**src/common/epu_params.svh**
```systemverilog
`ifndef EPU_PARAMS_SVH
`define EPU_PARAMS_SVH

// Datapath and bus widths
`define EPU_DATA_BITS 32
`define EPU_ADDR_BITS 32

// Buffer geometry, word index is taken from address bits 9:2
`define EPU_BUF_DEPTH 256
`define EPU_IDX_BITS  8

// Address map, each region spans 16 MB above its base
`define EPU_REGION_MASK 32'hFF00_0000
`define EPU_IN_BASE     32'h5000_0000
`define EPU_OUT_BASE    32'h6000_0000
`define EPU_WGT_BASE    32'h7000_0000
`define EPU_CTRL_BASE   32'h8000_0000

// Register offsets inside the control region
`define EPU_REG_CTRL   4'h0
`define EPU_REG_LEN    4'h4
`define EPU_REG_TAPS   4'h8
`define EPU_REG_STATUS 4'hC

`endif

```
**src/common/axi_pkg.sv**
```systemverilog
`default_nettype none

`include "epu_params.svh"

package axi_pkg;

  typedef logic [`EPU_ADDR_BITS-1:0] addr_t;
  typedef logic [`EPU_DATA_BITS-1:0] data_t;
  typedef logic [3:0]                id_t;
  typedef logic [7:0]                len_t;
  typedef logic [1:0]                resp_t;

  localparam resp_t RESP_OKAY = 2'b00;

  // Fields driven by the master
  typedef struct packed {
    logic  awvalid;
    addr_t awaddr;
    id_t   awid;
    len_t  awlen;
    logic  wvalid;
    data_t wdata;
    logic  wlast;
    logic  bready;
    logic  arvalid;
    addr_t araddr;
    id_t   arid;
    len_t  arlen;
    logic  rready;
  } axi_req_t;

  // Fields driven by the slave
  typedef struct packed {
    logic  awready;
    logic  wready;
    logic  bvalid;
    id_t   bid;
    resp_t bresp;
    logic  arready;
    logic  rvalid;
    id_t   rid;
    data_t rdata;
    resp_t rresp;
    logic  rlast;
  } axi_rsp_t;

endpackage

`default_nettype wire

```
**src/common/epu_pkg.sv**
```systemverilog
`default_nettype none

`include "epu_params.svh"

package epu_pkg;

  typedef logic [`EPU_IDX_BITS-1:0] word_idx_t;

  // One-hot target select from the address decoder
  typedef enum logic [4:0] {
    REGION_NONE = 5'b00001,
    REGION_IN   = 5'b00010,
    REGION_OUT  = 5'b00100,
    REGION_WGT  = 5'b01000,
    REGION_CTRL = 5'b10000
  } region_e;

  // A single access to one word buffer
  typedef struct packed {
    logic          en;
    logic          we;
    word_idx_t     idx;
    axi_pkg::data_t wdata;
  } buf_port_t;

  // Engine setup, stable while the engine runs
  typedef struct packed {
    logic [7:0] len;
    logic [7:0] taps;
    logic       relu;
  } conv_cfg_t;

endpackage

`default_nettype wire

```
**src/hdl/epu_ctrl_regs.sv**
```systemverilog
`timescale 1ns/1ps
`default_nettype none

`include "epu_params.svh"

module epu_ctrl_regs (
  input  logic               clk,
  input  logic               rst,
  input  logic               wr_i,
  input  logic               rd_i,
  input  logic [1:0]         reg_addr_i,
  input  axi_pkg::data_t     wdata_i,
  input  logic               busy_i,
  input  logic               done_i,
  output axi_pkg::data_t     rdata_o,
  output epu_pkg::conv_cfg_t cfg_o,
  output logic               start_o,
  output logic               irq_o
);

  localparam logic [3:0] OFF_CTRL   = `EPU_REG_CTRL;
  localparam logic [3:0] OFF_LEN    = `EPU_REG_LEN;
  localparam logic [3:0] OFF_TAPS   = `EPU_REG_TAPS;
  localparam logic [3:0] OFF_STATUS = `EPU_REG_STATUS;

  logic [7:0] len_q, taps_q;
  logic       relu_q, start_q, done_q;

  always_ff @(posedge clk or posedge rst) begin
    if (rst) begin
      len_q   <= '0;
      taps_q  <= '0;
      relu_q  <= 1'b0;
      start_q <= 1'b0;
      done_q  <= 1'b0;
    end else begin
      start_q <= 1'b0;
      if (wr_i) begin
        case (reg_addr_i)
          OFF_CTRL[3:2]: begin
            // Config is frozen while a run is in progress
            if (!busy_i) begin
              start_q <= wdata_i[0];
              relu_q  <= wdata_i[1];
            end
            done_q <= 1'b0;
          end
          OFF_LEN[3:2]:  if (!busy_i) len_q <= wdata_i[7:0];
          OFF_TAPS[3:2]: if (!busy_i) taps_q <= wdata_i[7:0];
          default: ;
        endcase
      end
      // A new done pulse beats a clear in the same cycle
      if (done_i) done_q <= 1'b1;
    end
  end

  always_ff @(posedge clk) begin
    if (rd_i) begin
      case (reg_addr_i)
        OFF_CTRL[3:2]:   rdata_o <= axi_pkg::data_t'({relu_q, 1'b0});
        OFF_LEN[3:2]:    rdata_o <= axi_pkg::data_t'(len_q);
        OFF_TAPS[3:2]:   rdata_o <= axi_pkg::data_t'(taps_q);
        OFF_STATUS[3:2]: rdata_o <= axi_pkg::data_t'({done_q, busy_i});
        default:         rdata_o <= '0;
      endcase
    end
  end

  assign cfg_o   = '{len: len_q, taps: taps_q, relu: relu_q};
  assign start_o = start_q;
  assign irq_o   = done_q;

endmodule

`default_nettype wire

```
**config.mk**
```make
export PLATFORM = sky130hd
export DESIGN_NAME = epu_ctrl_regs
export DESIGN_NICKNAME = d
export VERILOG_FILES = /design/src/common/axi_pkg.sv /design/src/common/epu_pkg.sv /design/src/hdl/epu_ctrl_regs.sv
export VERILOG_INCLUDE_DIRS = /design/src /design/src/common
export SDC_FILE = /design/constraint.sdc
export NUM_CORES = 1
export LEC_CHECK = 0
export ABC_AREA = 1
export BUFFER_PORTS_ARGS = -buffer_cell sky130_fd_sc_hd__buf_2
export CAP_MARGIN = 5
export CORE_ASPECT_RATIO = 1.1
export CORE_MARGIN = 10
export CORE_UTILIZATION = 41
export DETAILED_ROUTE_END_ITERATION = 10
export PLACE_DENSITY = 0.79
export SYNTH_ARGS = -nofsm -noshare
export SYNTH_HDL_FRONTEND = slang
export SYNTH_SLANG_ARGS = --single-unit
```
**constraint.sdc**
```tcl
create_clock -name clk -period 1.1 [get_ports clk]
set_clock_uncertainty 0.15 [all_clocks]
set_input_delay 0.165 -clock clk [delete_from_list [all_inputs] [get_ports clk]]
set_output_delay 0.165 -clock clk [all_outputs]
set_load 0.005 [all_outputs]
```
### Yosys cells after proc, flatten, opt, wreduce, memory -nomap -nowiden

Cells that the tools add are included.

| word-level totals | value |
|---|---|
| register bits after elaboration | 51 |
| bits of input ports | 40 |
| output and inout bits | 51 |

| operators by class | value |
|---|---|
| equal/unequal tests | 3 |
| mux-type cells | 7 |
| bitwise operators | 1 |
| reductions and logical operators | 7 |

Operator list:

| cell | number |
|---|---|
| 32-bit case mux with 4 select lines | 1 |
| 3-bit AND reduction | 3 |
| 1-bit 2-to-1 mux | 6 |
| 2-bit equality test (second input constant) | 2 |
| 2-bit nonzero test | 2 |
| 2-bit by 1-bit equality test with 1-bit output (second input constant) | 1 |
| 2-bit zero test | 1 |
| 2-bit AND reduction | 1 |
| 1-bit inverter | 1 |

### Logic depth before layout (Yosys ltp)

| logic depth | value |
|---|---|
| depth in word-level cells | 4 |
| gate-level depth with buffers | 6 |
| depth with buffers taken out | 6 |

### Worst setup path after synthesis

OpenSTA, ideal clock, no wires.

| timing path | value |
|---|---|
| path type | in2reg |
| start point | in busy_i |
| end point | reg len_q[1] |
| setup time | 0.117 ns |
| data arrival time | 0.709 ns |
| data required time | 0.833 ns |
| slack | 0.125 ns |
| stages | 6 |
| path buffers | 0 |
| path through | inv_1 > nand2_1 > inv_1 > nand2_4 > nand2_1 > nand2_1 |

| between the ends | value |
|---|---|
| word-level cells in the longest chain between the ends | 2 |

RTL lines:

| element | RTL line | source |
|---|---|---|
| start: declaration | epu_ctrl_regs.sv:13 | `input logic busy_i,` |
| 1-bit inverter (no line) | -- |  |
| 3-bit AND reduction (no line) | -- |  |
| end signal: assignment | epu_ctrl_regs.sv:48 | `OFF_LEN[3:2]: if (!busy_i) len_q <= wdata_i[7:0];` |
| end: declaration | epu_ctrl_regs.sv:26 | `logic [7:0] len_q, taps_q;` |

Every way passes these cells.
A chain may end at the register's enable or synchronous reset.

### Worst setup path after layout

| timing path | value |
|---|---|
| start point | reg len_q[0] |
| end point | out cfg_o[9] in the netlist's numbering |

RTL lines:

| element | RTL line | source |
|---|---|---|
| end: declaration | epu_ctrl_regs.sv:16 | `output epu_pkg::conv_cfg_t cfg_o,` |

No word-level cell between the ends.

==> summary.md <==
| Metric | Value |
|---|---|
| Status | finished with violations |
| Violated checks | setup timing |
| Die area | 0.00594 mm2 |
| Floorplan core area | 0.00307 mm2 |
| Critical path arrival | 890 ps |
| DIE HEIGHT | 79.8 um |
| Drt wl/cell | 13.2 um |
| Max_cap viols | 0 |
| Worst hold path depth | 1 |
| Slew Limit Fails | 0 |
| Worst min-delay path class | in -> reg |
| RD Place Congestion | 0.801 |
| Grt total ovfl | 0 |
| Family with the most delay on the worst path | flip-flops |
| Vias/cell | 4.40 |
| Io pins | 91 |
| Fmax | 830 MHz |
| Vias | 1170 |
| Pin count of the biggest net entering global routing | 20 |
| CP Capture Type | output pin |
| Clk pin slew, worst setup/hold paths | 140 ps |
| Worst path buffer plus inverter count | 1 |
| Area grow syn2layout | 37.7% |
| Global-route wire length before repair | 5.60 mm |
| Antenna diode count | 0 |
| EDFF count, synth | 8 |
| Vias in the first global route | 1237 |
| Layout cells sized above 1 | 35.3% |
| Final Critical Period | 1210 ps |
| RSZ-0062 raised after global routing | true |
| Die X | 74.4 um |
| Mapped cell area | 0.00133 mm2 |
| Syn_area_per_cell | 8.83 um2 |
| Post-route setup slack | -105 ps |
| Most frequent cells after synthesis | 76 x nand2_1, 25 x buf_4, 19 x dfrtp_1, 8 x edfxtp_1, 6 x nand3_1 |
| Total Routing Usage GR | 11.7% |
| Fin. Hold Viols | 0 |
| CP max FO | 2 |
| Antenna violations before repair | 0 |
| FF+latch count, synth | 27 |
| Maximum VDD drop | 0.720 mV |
| Hold Path Origin | rd_i |
| Register area share after synthesis | 53.7% |
| First-pass DRT Iterations | 4 |
| Power density cells | 1320 mW/mm2 |
| Hpwl dp | 2.53 mm |
| FFs w/ async S/R, synth | 70.4% |
| Port buffer count | 42 |
| Post-synth top area share | 35.6% |
| Yosys Warn Count | 0 |
| Clk root buf | clkbuf_4 |
| Worst reg2reg startpoint | taps_q[4]$_DFFE_PP0P_ |
| Required @ worst endpoint | 780 ps |
| Antenna-violating nets left | 0 |
| Final core utilization | 59.7% |
| CTS buffer count | 3 |
| Top post-synthesis cells by area | dfrtp_1 36%, nand2_1 21%, edfxtp_1 18% |
| FF-to-FF End | rdata_o[4]$_DFFE_PP_ |
| Top FF cell, synth | dfrtp_1 |
| Tot Pwr | 2.43 mW |
| Leading area contributor after synthesis | dfrtp_1 |
| Top-count cell post-synth | nand2_1 |
| WS Path Type | reg -> out |
| Worst-case reg-to-reg path depth | 4 |
| CTS tree | yes |
| Hold Path End | rdata_o[1]$_DFFE_PP_ |
| Clock tree sinks | 27 |
| CP max stage delay | 430 ps |
| H-tree depth | 1 |
| Drc violations | 0 |
| Post-synthesis cell count | 151 |
| Synth unique cells | 13 |
| # setup viols final | 29 |
| Clk buf depth | 2 |
| Critical path, cell by cell | buf_2 |
| Worst Setup Start Kind | flop |
| Period utilization | 110% |
| Later-pin clock latency in the skew report | 320 ps |
| P_leak | 1.06 nW |
| Starting DRC count in detailed routing | 58 |
| Starting Density | 43.4% |
| # rows | 21 |
| Slowest CP cell | dfrtp_1 |
| Reg2Reg Setup Slack | -40 ps |
| Filler cells | 250 |
| Net count reported at finish | 273 |
| Final wirelength | 3.51 mm |
-- cell usage in the layout (no fill, tap or decap) --
master,n
nand2_1,75
buf_2,42
conb_1,24
buf_4,24
dfrtp_1,19
dlygate4sd3_1,11
edfxtp_1,8
inv_1,4
nor2_4,4
nand3_1,4
clkbuf_4,3
inv_2,2
nand2_4,2
nor2_1,2
nand3_2,2
buf_6,2
a21o_1,1
nand4_1,1
nand2_2,1
clkbuf_1,1
-- registers in the layout (all words and copies together), names as in the netlist --
signal / flops
len_q: 8
rdata_o: 8
taps_q: 8
irq_o: 1
relu_q: 1
start_o: 1
-- how the worst max path moves through the flow --
stage               depth (start not counted)  slack, ps                   from                   end
floorplan                                   6        120                 busy_i  len_q[1]$_DFFE_PP0P_
global placement                            6        -20          reg_addr_i[1]  rdata_o[7]$_DFFE_PP_
detailed placement                          6        -40          reg_addr_i[1]  rdata_o[5]$_DFFE_PP_
CTS                                         1       -110  taps_q[7]$_DFFE_PP0P_              cfg_o[8]
global route                                1       -130  taps_q[7]$_DFFE_PP0P_              cfg_o[8]
finish                                      1       -110   len_q[0]$_DFFE_PP0P_              cfg_o[9]
-- power breakdown --
part,leakage (nW),total (mW),switching [mW],internal (mW)
clock network,0.0150,0.427,0.285,0.142
logic,0.723,0.745,0.357,0.388
registers,0.319,1.26,0.0672,1.19
total,1.06,2.43,0.709,1.72
-- final cells by class --
cell class | instances | area, um2 | share of cell area [%]
multi-input cells | 116 | 507 | 27.6
inverters | 6 | 22.5 | 1.23
well taps | 34 | 42.5 | 2.32
clock buffers | 4 | 26.3 | 1.43
flip-flops and latches | 27 | 716 | 39.0
repair buffers | 79 | 523 | 28.5
-- per-layer routing --
metal | track usage (%) | up-vias | wire length (um)
met4 | 4.58 | 0 | 45
li1 | - | 580 | -
met5 | 0 | - | 0
met1 | 12.4 | 538 | 1310
met2 | 21.5 | 48 | 1880
met3 | 2.49 | 4 | 280
-- repair_timing --
action	in CTS	in global routing
gates resized for setup	0	5
hold buffers	11	0
hold endpoints to repair	38	0
endpoints found under the setup margin	27	30
buffers inserted	17	2
pin swaps	0	1
-- cell families (layout without fill, tap and decap cells) --
family                 Yosys count  after routing  synth area share (%)
buffers and inverters           31             89                  15.8
other                            1             24                 0.281
flip-flops                      27             27                  53.7
AND/OR/NAND/NOR                 91             91                  29.7
AO/OA/AOI/OAI                    1              1                 0.563
-- per-stage QoR --
| stage | worst slack (ps) | hold slack [ps] | cell area [um2] | cells | TNS, ps |
|---|---|---|---|---|---|
| global route | -127 | 27.7 | 1840 | 266 | -2540 |
| floorplan | 125 | -33.9 | 1420 | 174 | 0 |
| global placement | -17.2 | 40.7 | 1540 | 232 | -62.5 |
| detailed placement | -35.6 | 51.4 | 1540 | 232 | -157 |
| finish | -105 | 17.6 | 1840 | 266 | -1720 |
| CTS | -105 | 27.0 | 1800 | 264 | -1720 |
(Power assumes the default switching activity.)
