### config.mk
export PLATFORM = sky130hd
export DESIGN_NAME = epu_slave_port
export DESIGN_NICKNAME = d
export VERILOG_FILES = /design/src/common/axi_pkg.sv /design/src/common/epu_pkg.sv /design/src/hdl/epu_slave_port.sv
export VERILOG_INCLUDE_DIRS = /design/src /design/src/common
export SDC_FILE = /design/constraint.sdc
export NUM_CORES = 1
export LEC_CHECK = 0
export ABC_AREA = 0
export ABC_CLOCK_PERIOD_IN_PS = 2300
export BUFFER_PORTS_ARGS = -buffer_cell sky130_fd_sc_hd__clkbuf_2
export CAP_MARGIN = 15
export CELL_PAD_IN_SITES_DETAIL_PLACEMENT = 2
export CELL_PAD_IN_SITES_GLOBAL_PLACEMENT = 2
export CORE_MARGIN = 2
export CORE_UTILIZATION = 17
export CTS_BUF_LIST = sky130_fd_sc_hd__clkbuf_4 sky130_fd_sc_hd__clkbuf_8
export CTS_CLUSTER_DIAMETER = 60
export DETAILED_ROUTE_END_ITERATION = 7
export PLACE_DENSITY = 0.94
export SLEW_MARGIN = 15
export SYNTH_ARGS = -nofsm -noshare
export SYNTH_HDL_FRONTEND = slang
export SYNTH_SLANG_ARGS = --single-unit
### constraint.sdc
create_clock -name clk -period 2.3 [get_ports clk]
set_input_delay 0.345 -clock clk [delete_from_list [all_inputs] [get_ports clk]]
set_output_delay 0.345 -clock clk [all_outputs]
set_load 0.02 [all_outputs]
### src/common/epu_params.svh
`ifndef EPU_PARAMS_SVH
`define EPU_PARAMS_SVH

// Datapath and bus widths
`define EPU_DATA_BITS 32
`define EPU_ADDR_BITS 32

// Buffer geometry, word index is taken from address bits 9:2
`define EPU_BUF_DEPTH 256
`define EPU_IDX_BITS  8

// Address map, each region spans 16 MB above its base
`define EPU_REGION_MASK 32'hFF00_0000
`define EPU_IN_BASE     32'h5000_0000
`define EPU_OUT_BASE    32'h6000_0000
`define EPU_WGT_BASE    32'h7000_0000
`define EPU_CTRL_BASE   32'h8000_0000

// Register offsets inside the control region
`define EPU_REG_CTRL   4'h0
`define EPU_REG_LEN    4'h4
`define EPU_REG_TAPS   4'h8
`define EPU_REG_STATUS 4'hC

`endif

### src/common/axi_pkg.sv
`default_nettype none

`include "epu_params.svh"

package axi_pkg;

  typedef logic [`EPU_ADDR_BITS-1:0] addr_t;
  typedef logic [`EPU_DATA_BITS-1:0] data_t;
  typedef logic [3:0]                id_t;
  typedef logic [7:0]                len_t;
  typedef logic [1:0]                resp_t;

  localparam resp_t RESP_OKAY = 2'b00;

  // Fields driven by the master
  typedef struct packed {
    logic  awvalid;
    addr_t awaddr;
    id_t   awid;
    len_t  awlen;
    logic  wvalid;
    data_t wdata;
    logic  wlast;
    logic  bready;
    logic  arvalid;
    addr_t araddr;
    id_t   arid;
    len_t  arlen;
    logic  rready;
  } axi_req_t;

  // Fields driven by the slave
  typedef struct packed {
    logic  awready;
    logic  wready;
    logic  bvalid;
    id_t   bid;
    resp_t bresp;
    logic  arready;
    logic  rvalid;
    id_t   rid;
    data_t rdata;
    resp_t rresp;
    logic  rlast;
  } axi_rsp_t;

endpackage

`default_nettype wire

### src/common/epu_pkg.sv
`default_nettype none

`include "epu_params.svh"

package epu_pkg;

  typedef logic [`EPU_IDX_BITS-1:0] word_idx_t;

  // One-hot target select from the address decoder
  typedef enum logic [4:0] {
    REGION_NONE = 5'b00001,
    REGION_IN   = 5'b00010,
    REGION_OUT  = 5'b00100,
    REGION_WGT  = 5'b01000,
    REGION_CTRL = 5'b10000
  } region_e;

  // A single access to one word buffer
  typedef struct packed {
    logic          en;
    logic          we;
    word_idx_t     idx;
    axi_pkg::data_t wdata;
  } buf_port_t;

  // Engine setup, stable while the engine runs
  typedef struct packed {
    logic [7:0] len;
    logic [7:0] taps;
    logic       relu;
  } conv_cfg_t;

endpackage

`default_nettype wire

### src/hdl/epu_slave_port.sv
`timescale 1ns/1ps
`default_nettype none

`include "epu_params.svh"

module epu_slave_port (
  input  logic                clk,
  input  logic                rst,
  input  axi_pkg::axi_req_t   axi_req_i,
  output axi_pkg::axi_rsp_t   axi_rsp_o,
  output epu_pkg::buf_port_t  bus_port_o,
  output epu_pkg::region_e    region_o,
  output logic [1:0]          reg_addr_o,
  input  axi_pkg::data_t      in_rdata_i,
  input  axi_pkg::data_t      out_rdata_i,
  input  axi_pkg::data_t      wgt_rdata_i,
  input  axi_pkg::data_t      reg_rdata_i
);

  typedef enum logic [1:0] {
    ST_IDLE,
    ST_RD,
    ST_WR,
    ST_RESP
  } state_e;

  state_e             state_q;
  epu_pkg::region_e   region_q;
  epu_pkg::region_e   ar_region;
  axi_pkg::id_t       id_q;
  axi_pkg::len_t      len_q;
  axi_pkg::len_t      cnt_q;
  epu_pkg::word_idx_t idx_q;
  logic               aw_hs, ar_hs, w_hs, r_hs, b_hs;
  logic               last_beat;

  function automatic epu_pkg::region_e decode_region(axi_pkg::addr_t addr);
    axi_pkg::addr_t blk;
    blk = addr & `EPU_REGION_MASK;
    case (blk)
      `EPU_IN_BASE:   return epu_pkg::REGION_IN;
      `EPU_OUT_BASE:  return epu_pkg::REGION_OUT;
      `EPU_WGT_BASE:  return epu_pkg::REGION_WGT;
      `EPU_CTRL_BASE: return epu_pkg::REGION_CTRL;
      default:        return epu_pkg::REGION_NONE;
    endcase
  endfunction

  // AW wins over AR when both arrive in IDLE
  assign aw_hs     = axi_req_i.awvalid && (state_q == ST_IDLE);
  assign ar_hs     = axi_req_i.arvalid && !axi_req_i.awvalid && (state_q == ST_IDLE);
  assign w_hs      = axi_req_i.wvalid && (state_q == ST_WR);
  assign r_hs      = axi_req_i.rready && (state_q == ST_RD);
  assign b_hs      = axi_req_i.bready && (state_q == ST_RESP);
  assign last_beat = (cnt_q == len_q);
  assign ar_region = decode_region(axi_req_i.araddr);

  always_ff @(posedge clk or posedge rst) begin
    if (rst) begin
      state_q  <= ST_IDLE;
      region_q <= epu_pkg::REGION_NONE;
      id_q     <= '0;
      len_q    <= '0;
      cnt_q    <= '0;
      idx_q    <= '0;
    end else begin
      case (state_q)
        ST_IDLE: begin
          cnt_q <= '0;
          if (aw_hs) begin
            state_q  <= ST_WR;
            region_q <= decode_region(axi_req_i.awaddr);
            id_q     <= axi_req_i.awid;
            len_q    <= axi_req_i.awlen;
            idx_q    <= axi_req_i.awaddr[`EPU_IDX_BITS+1:2];
          end else if (ar_hs) begin
            // First word is already being read so idx_q points at the second
            state_q  <= ST_RD;
            region_q <= ar_region;
            id_q     <= axi_req_i.arid;
            len_q    <= axi_req_i.arlen;
            idx_q    <= axi_req_i.araddr[`EPU_IDX_BITS+1:2] + 1'b1;
          end
        end
        ST_WR: begin
          if (w_hs) begin
            idx_q <= idx_q + 1'b1;
            cnt_q <= cnt_q + 1'b1;
            if (axi_req_i.wlast) state_q <= ST_RESP;
          end
        end
        ST_RD: begin
          if (r_hs) begin
            idx_q <= idx_q + 1'b1;
            cnt_q <= cnt_q + 1'b1;
            if (last_beat) state_q <= ST_IDLE;
          end
        end
        ST_RESP: begin
          if (b_hs) state_q <= ST_IDLE;
        end
        default: state_q <= ST_IDLE;
      endcase
    end
  end

  // The region select routes the enable of the shared buffer port
  always_comb begin
    bus_port_o = '0;
    region_o   = region_q;
    case (state_q)
      ST_IDLE: begin
        bus_port_o.en  = ar_hs;
        bus_port_o.idx = axi_req_i.araddr[`EPU_IDX_BITS+1:2];
        region_o       = ar_hs ? ar_region : epu_pkg::REGION_NONE;
      end
      ST_WR: begin
        bus_port_o.en    = w_hs;
        bus_port_o.we    = 1'b1;
        bus_port_o.idx   = idx_q;
        bus_port_o.wdata = axi_req_i.wdata;
      end
      ST_RD: begin
        // Next word is fetched on each handshake so beats run back to back
        bus_port_o.en  = r_hs && !last_beat;
        bus_port_o.idx = idx_q;
      end
      default: bus_port_o = '0;
    endcase
  end

  // Word index bits 1:0 are address bits 3:2
  assign reg_addr_o = bus_port_o.idx[1:0];

  always_comb begin
    axi_rsp_o         = '0;
    axi_rsp_o.awready = (state_q == ST_IDLE);
    axi_rsp_o.arready = (state_q == ST_IDLE) && !axi_req_i.awvalid;
    axi_rsp_o.wready  = (state_q == ST_WR);
    axi_rsp_o.bvalid  = (state_q == ST_RESP);
    axi_rsp_o.bid     = id_q;
    axi_rsp_o.bresp   = axi_pkg::RESP_OKAY;
    axi_rsp_o.rvalid  = (state_q == ST_RD);
    axi_rsp_o.rid     = id_q;
    axi_rsp_o.rresp   = axi_pkg::RESP_OKAY;
    axi_rsp_o.rlast   = (state_q == ST_RD) && last_beat;
    case (region_q)
      epu_pkg::REGION_IN:   axi_rsp_o.rdata = in_rdata_i;
      epu_pkg::REGION_OUT:  axi_rsp_o.rdata = out_rdata_i;
      epu_pkg::REGION_WGT:  axi_rsp_o.rdata = wgt_rdata_i;
      epu_pkg::REGION_CTRL: axi_rsp_o.rdata = reg_rdata_i;
      default:              axi_rsp_o.rdata = '0;
    endcase
  end

  // W data only follows an accepted AW, inside the write burst
  a_w_in_write: assert property (@(posedge clk) disable iff (rst)
    axi_req_i.wvalid |-> state_q == ST_WR)
    else $error("wvalid raised outside the write state");

endmodule

`default_nettype wire

# [After elaboration in Yosys (flattened, before gate mapping)]
# Cells that the tools add are included.
[classes] addsub=3 reduce_logical=19 mux=31 eq_ne=22
[ops] op="case mux 32 bit (4 select lines)" n=1
[ops] op="2-to-1 mux 8 bit" n=8
[ops] op="equality test 8 x 7 -> 1 bit, second input constant" n=6
[ops] op="case mux 8 bit (3 select lines)" n=2
[ops] op="case mux 5 bit (4 select lines)" n=2
[ops] op="2-to-1 mux 32 bit" n=1
[ops] op="adder 8 x 1 -> 8 bit, second input constant" n=3
[ops] op="2-to-1 mux 5 bit" n=4
[ops] op="equality test 8 bit, second input constant" n=2
[ops] op="case mux 8 bit (2 select lines)" n=1
[ops] op="2-to-1 mux 2 bit" n=7
[ops] op="logical AND 1 bit" n=9
[ops] op="equality test 8 bit" n=1
[ops] op="2-to-1 mux 4 bit" n=2
[ops] op="!= test 2 x 1 -> 1 bit, second input constant" n=4
[ops] op="case mux 2 bit (4 select lines)" n=1
[ops] op="AND reduction 6 bit" n=1
[ops] op="equality test 5 x 2 -> 1 bit, second input constant" n=1
[ops] op="equality test 5 x 3 -> 1 bit, second input constant" n=1
[ops] op="equality test 5 x 4 -> 1 bit, second input constant" n=1
[ops] op="equality test 5 bit, second input constant" n=1
[ops] op="equality test 2 bit, second input constant" n=2
[ops] op="AND reduction 4 bit" n=1
[ops] op="!= test 3 x 1 -> 1 bit, second input constant" n=1
[ops] op="11 further kinds" n=12
[totals] out_inout_bits=99 wordCells=81 in_bits=256 ff_bits=35

# [Logic depth before layout (Yosys ltp)]
[logic_depth] depth_word=6 depth_mapped=10 depth_no_buf=7

# [Worst setup path after synthesis]
# No wires, ideal clock.
[synth_timing] path_kind="register -> output" from="register state_q[0]" to="output port region_o[2]" path_buffers=1 arrival_ns=2.268 slack_ns=-0.313 path_stages_with_launch=9 required_time_ns=1.955 cell_sequence="dfrtp_1 > inv_1 > ha_1 > buf_6 > nor2b_1 > and2_1 > nand2_1 > or3_1 > o21ai_0"
[synth_lines] item="start: declaration" line="epu_slave_port.sv:27" source="state_e state_q;"
[synth_lines] item="start signal: assignment" line="epu_slave_port.sv:60" source="state_q <= ST_IDLE;"
[synth_lines] item="start signal: assignment" line="epu_slave_port.sv:71" source="state_q <= ST_WR;"
[synth_lines] item="start signal: assignment" line="epu_slave_port.sv:78" source="state_q <= ST_RD;"
[synth_lines] item="end: declaration" line="epu_slave_port.sv:12" source="output epu_pkg::region_e region_o,"

==> PnR_summary.wiki <==
{| class="wikitable"
! Metric !! Value
|-
| Horizontal die dimension || 146 um
|-
| Cell family contributing the most delay on the critical path || simple AND/OR/NAND/NOR gates
|-
| Peak fanout along the critical path || 8
|-
| Max Fclk || 0.405 GHz
|-
| Startpoint Class || register
|-
| First DRT Iteration DRCs || 129
|-
| Number of max-cap violations || 0
|-
| Post-layout total power || 6.83 mW
|-
| Flip-flop and latch count after synthesis || 35
|-
| Time the worst path needs with I/O delays and setup || 2.47 ns
|-
| Yosys warning total || 0
|-
| Vias in the first global route || 5650
|-
| Number of buffer cells added on primary ports || 318
|-
| Critical-path cell with the highest stage delay || sky130_fd_sc_hd__or4_4
|-
| TritonCTS clock tree || built
|-
| CP Launch Point || region_q[1]
|-
| Initial antenna violation count || 12
|-
| Capturing element type of the critical path || primary output
|-
| Overall routed net length || 22600 um
|-
| Slew Limit Fails || 0
|-
| Result of the run || finished with violations
|-
| Final Wtd Congestion || 0.799
|-
| Pin count of the biggest net entering global routing || 39
|-
| Launch instance of the worst register-to-register path || state_q[1]
|-
| All-Layer GR Usage || 0.200
|-
| Die Ht || 146 um
|-
| Depth of the most critical reg-to-reg path || 7
|-
| Post-synthesis instance area || 0.00343 mm^2
|-
| CTS H-tree depth || 2
|-
| Final hold violation count || 0
|-
| Layout fillers || 2327
|-
| Vias per inst || 4.81
|-
| Post-route fraction of the period consumed by the critical path || 1.07
|-
| Setup TNS after final layout || -3.30 ns
|-
| Worst-Margin Slew || 0.740 ns
|-
| Ordered cell list for the critical path || or4_4 -> nor2_4 -> buf_12 -> buf_16 -> a22o_1 -> a221o_1 -> clkbuf_8
|-
| First-pass iteration count of the detailed router || 4
|-
| Total CTS buffers || 5
|-
| # nets final || 1023
|-
| Fraction of final layout cells with drive strength greater than 1 || 0.522
|-
| Count of flip-flops with a built-in enable after synthesis || 0
|-
| Leading post-synthesis cells by cell area || sky130_fd_sc_hd__dfrtp_1, sky130_fd_sc_hd__a221o_1, sky130_fd_sc_hd__a22o_1, sky130_fd_sc_hd__and2_1, sky130_fd_sc_hd__nand2_1
|-
| Std-Cell Core Area || 0.0197 mm^2
|-
| Full die area || 0.0213 mm^2
|-
| Initial cell density of the core || 0.175
|-
| Top_reg_cell synth || sky130_fd_sc_hd__dfrtp_1
|-
| Required time of the critical path || 1.96 ns
|-
| Largest buffer count on any clock path || 2
|-
| Reg clk slew, reported paths || 0.08 ns
|-
| Synthesis-to-layout area growth || 80.8%
|-
| Setup repair after global routing missed its margin || yes
|-
| Standard-cell row count || 51
|-
| Antenna-violating nets left || 0
|-
| Area after DPL || 0.00539 mm^2
|-
| Setup skew after layout || 0.0101 ns
|-
| Failing checks || negative setup slack
|-
| First-pass GRT wire length || 33000 um
|-
| Static power due to leakage || 3.12 nW
|-
| Number of ports placed on the die boundary || 355
|-
| Total number of vias || 4990
|-
| Critical path capture point || axi_rsp_o[28]
|-
| Buffers & Inverters on Critical Path || 3
|-
| Asr flop ratio synth || 1.00
|-
| Distinct cell type count after synthesis || 53
|-
| Maximum vdd ir drop || 0.000464 V
|-
| Detailed-route DRC error count || 0
|-
| Signal arrival time at the worst endpoint || 2.13 ns
|-
| Largest stage delay on the critical path || 0.54 ns
|-
| R2r setup slk || 0.04 ns
|-
| Critical setup path kind || register to primary output
|-
| Number of buffers inserted for hold repair after clock tree synthesis || 0
|-
| R2R Path End || idx_q[7]
|-
| Library cell with the largest summed area after synthesis || sky130_fd_sc_hd__dfrtp_1
|-
| Layout Cell Area excl Fill || 0.00621 mm^2
|-
| Post-Synthesis Cells || 431
|-
| Clock latency on the worst-skew pair || 0.30 ns
|-
| Mean Syn Cell Area || 7.97 um^2
|-
| Post-route worst setup slack || -0.172 ns
|-
| Sum of net half-perimeters after detailed placement || 16900 um
|-
| Fraction of the yosys area taken by sequential cells || 0.255
|-
| Max_slew headroom || 0.502
|-
| Worst Hold Class || input port to async pin
|-
| Fraction of post-synthesis cell area in the top cell type by area || 0.248
|-
| Overflow left after global routing || 0
|-
| Avg WL per Cell || 21.8 um
|-
| Share of the core filled with cells in the final layout || 0.316
|-
| Cell depth of the worst setup path || 7
|-
| Count of endpoints failing setup in the final report || 32
|-
| Clk Tree Root Cell || sky130_fd_sc_hd__clkbuf_8
|-
| Power density over cell area || 1100 mW/mm^2
|-
| Clock Sinks || 35
|}
[cells by family (layout without fill, tap and decap cells)]
kind of cell | count (synthesis) | after routing | share of synthesized area
muxes | 8 | 8 | 0.0233
other | 1 | 16 | 0.00109
adders and majority gates | 8 | 8 | 0.0292
xor gates and xnor gates | 17 | 17 | 0.0434
buffers and inverters | 54 | 380 | 0.0751
AOI/OAI and AO/OA | 149 | 149 | 0.328
and+or+nand+nor | 159 | 159 | 0.244
DFF | 35 | 35 | 0.255
[registers in the layout, summed over array words and instances (netlist names)]
register and flops:
cnt_q 8, len_q 8, idx_q 8, region_q 5
state_q 2, id_q 4
[routing by layer]
layer  track usage  wire length [um]  vias to the layer above
met5             0                 0                        -
met4         0.106               970                        0
met3        0.0409              1380                       38
met2         0.391             12400                      246
met1         0.196              7870                     2432
li1              -                 -                     2274
[area by class of cell]
cell class / count / area [um^2] / share of cell area
multi-input cells: 345 / 2430 / 0.392
repair buffers: 360 / 2350 / 0.378
flip-flops and latches: 35 / 878 / 0.142
well taps: 265 / 332 / 0.0534
clock buffers: 6 / 76.3 / 0.0123
clock inverters: 2 / 60.1 / 0.00968
inverters: 12 / 48.8 / 0.00786
diodes: 12 / 30.0 / 0.00484
[report_power, final]
part | switching, mW | total, mW | internal [mW]
logic | 2.88 | 4.99 | 2.11
clock network | 0.251 | 0.697 | 0.446
registers | 0.280 | 1.15 | 0.869
total | 3.41 | 6.83 | 3.42
[how the worst min path moves through the flow]
stage / start / slack (ns) / end
3_5_place_dp: rst / 0.47 / id_q[0]
5_1_grt: rst / 0.17 / id_q[0]
4_1_cts: rst / 0.15 / len_q[6]
2_1_floorplan: len_q[1] / 0.47 / len_q[1]
3_3_place_gp: rst / 0.47 / id_q[0]
6_report: rst / 0.13 / id_q[0]
[synth_stat cells (all sizes together) (2+ instances only)]
cell type	count
or3	4
nor2b	5
inv	12
nor2	24
a21oi	22
a22o	35
nor4	3
nand4	3
a211oi	2
and3	3
ha	8
dfrtp	34
nor4b	2
a22oi	10
o22ai	3
nand3	12
xor2	3
buf	18
a31oi	4
or4	3
nor3b	4
nor4bb	2
clkbuf	24
and2	35
o21ai	26
a21o	3
xnor2	14
nor3	11
nand2	41
mux2i	8
nand2b	4
a221o	34
[layout by cell type (no fill, tap or decap), drive strengths merged, types with 5 or more instances in the layout]
master,instances
clkbuf,319
buf,47
nor2,24
a22oi,10
nand2,41
nor3,11
mux2i,8
inv,11
a22o,35
a221o,34
diode,12
a21oi,22
nor2b,5
nand3,12
dfrtp,34
ha,8
o21ai,26
and2,35
xnor2,14
[metrics by stage]
step	instances	setup slack [ns]	hold slack, ns
floorplan	434	-0.0538	0.470
global placement	998	0.145	0.470
detailed placement	998	0.0345	0.471
CTS	1021	-0.118	0.145
global route	1037	-0.267	0.174
finish	1037	-0.172	0.126
[worst min-delay path, stage by stage]
cell	delay [ns]
sky130_fd_sc_hd__clkbuf_2	0.08
sky130_fd_sc_hd__inv_1	0.04
sky130_fd_sc_hd__buf_4	0.40
[what timing repair did]
item / in CTS / in global routing
cloned: 5 / 0
pin swaps: 9 / 5
endpoints found under the setup margin: 34 / 47
buffers inserted: 10 / 4
resized for setup: 77 / 29
No activity file was read; power rests on OpenSTA's default activity.
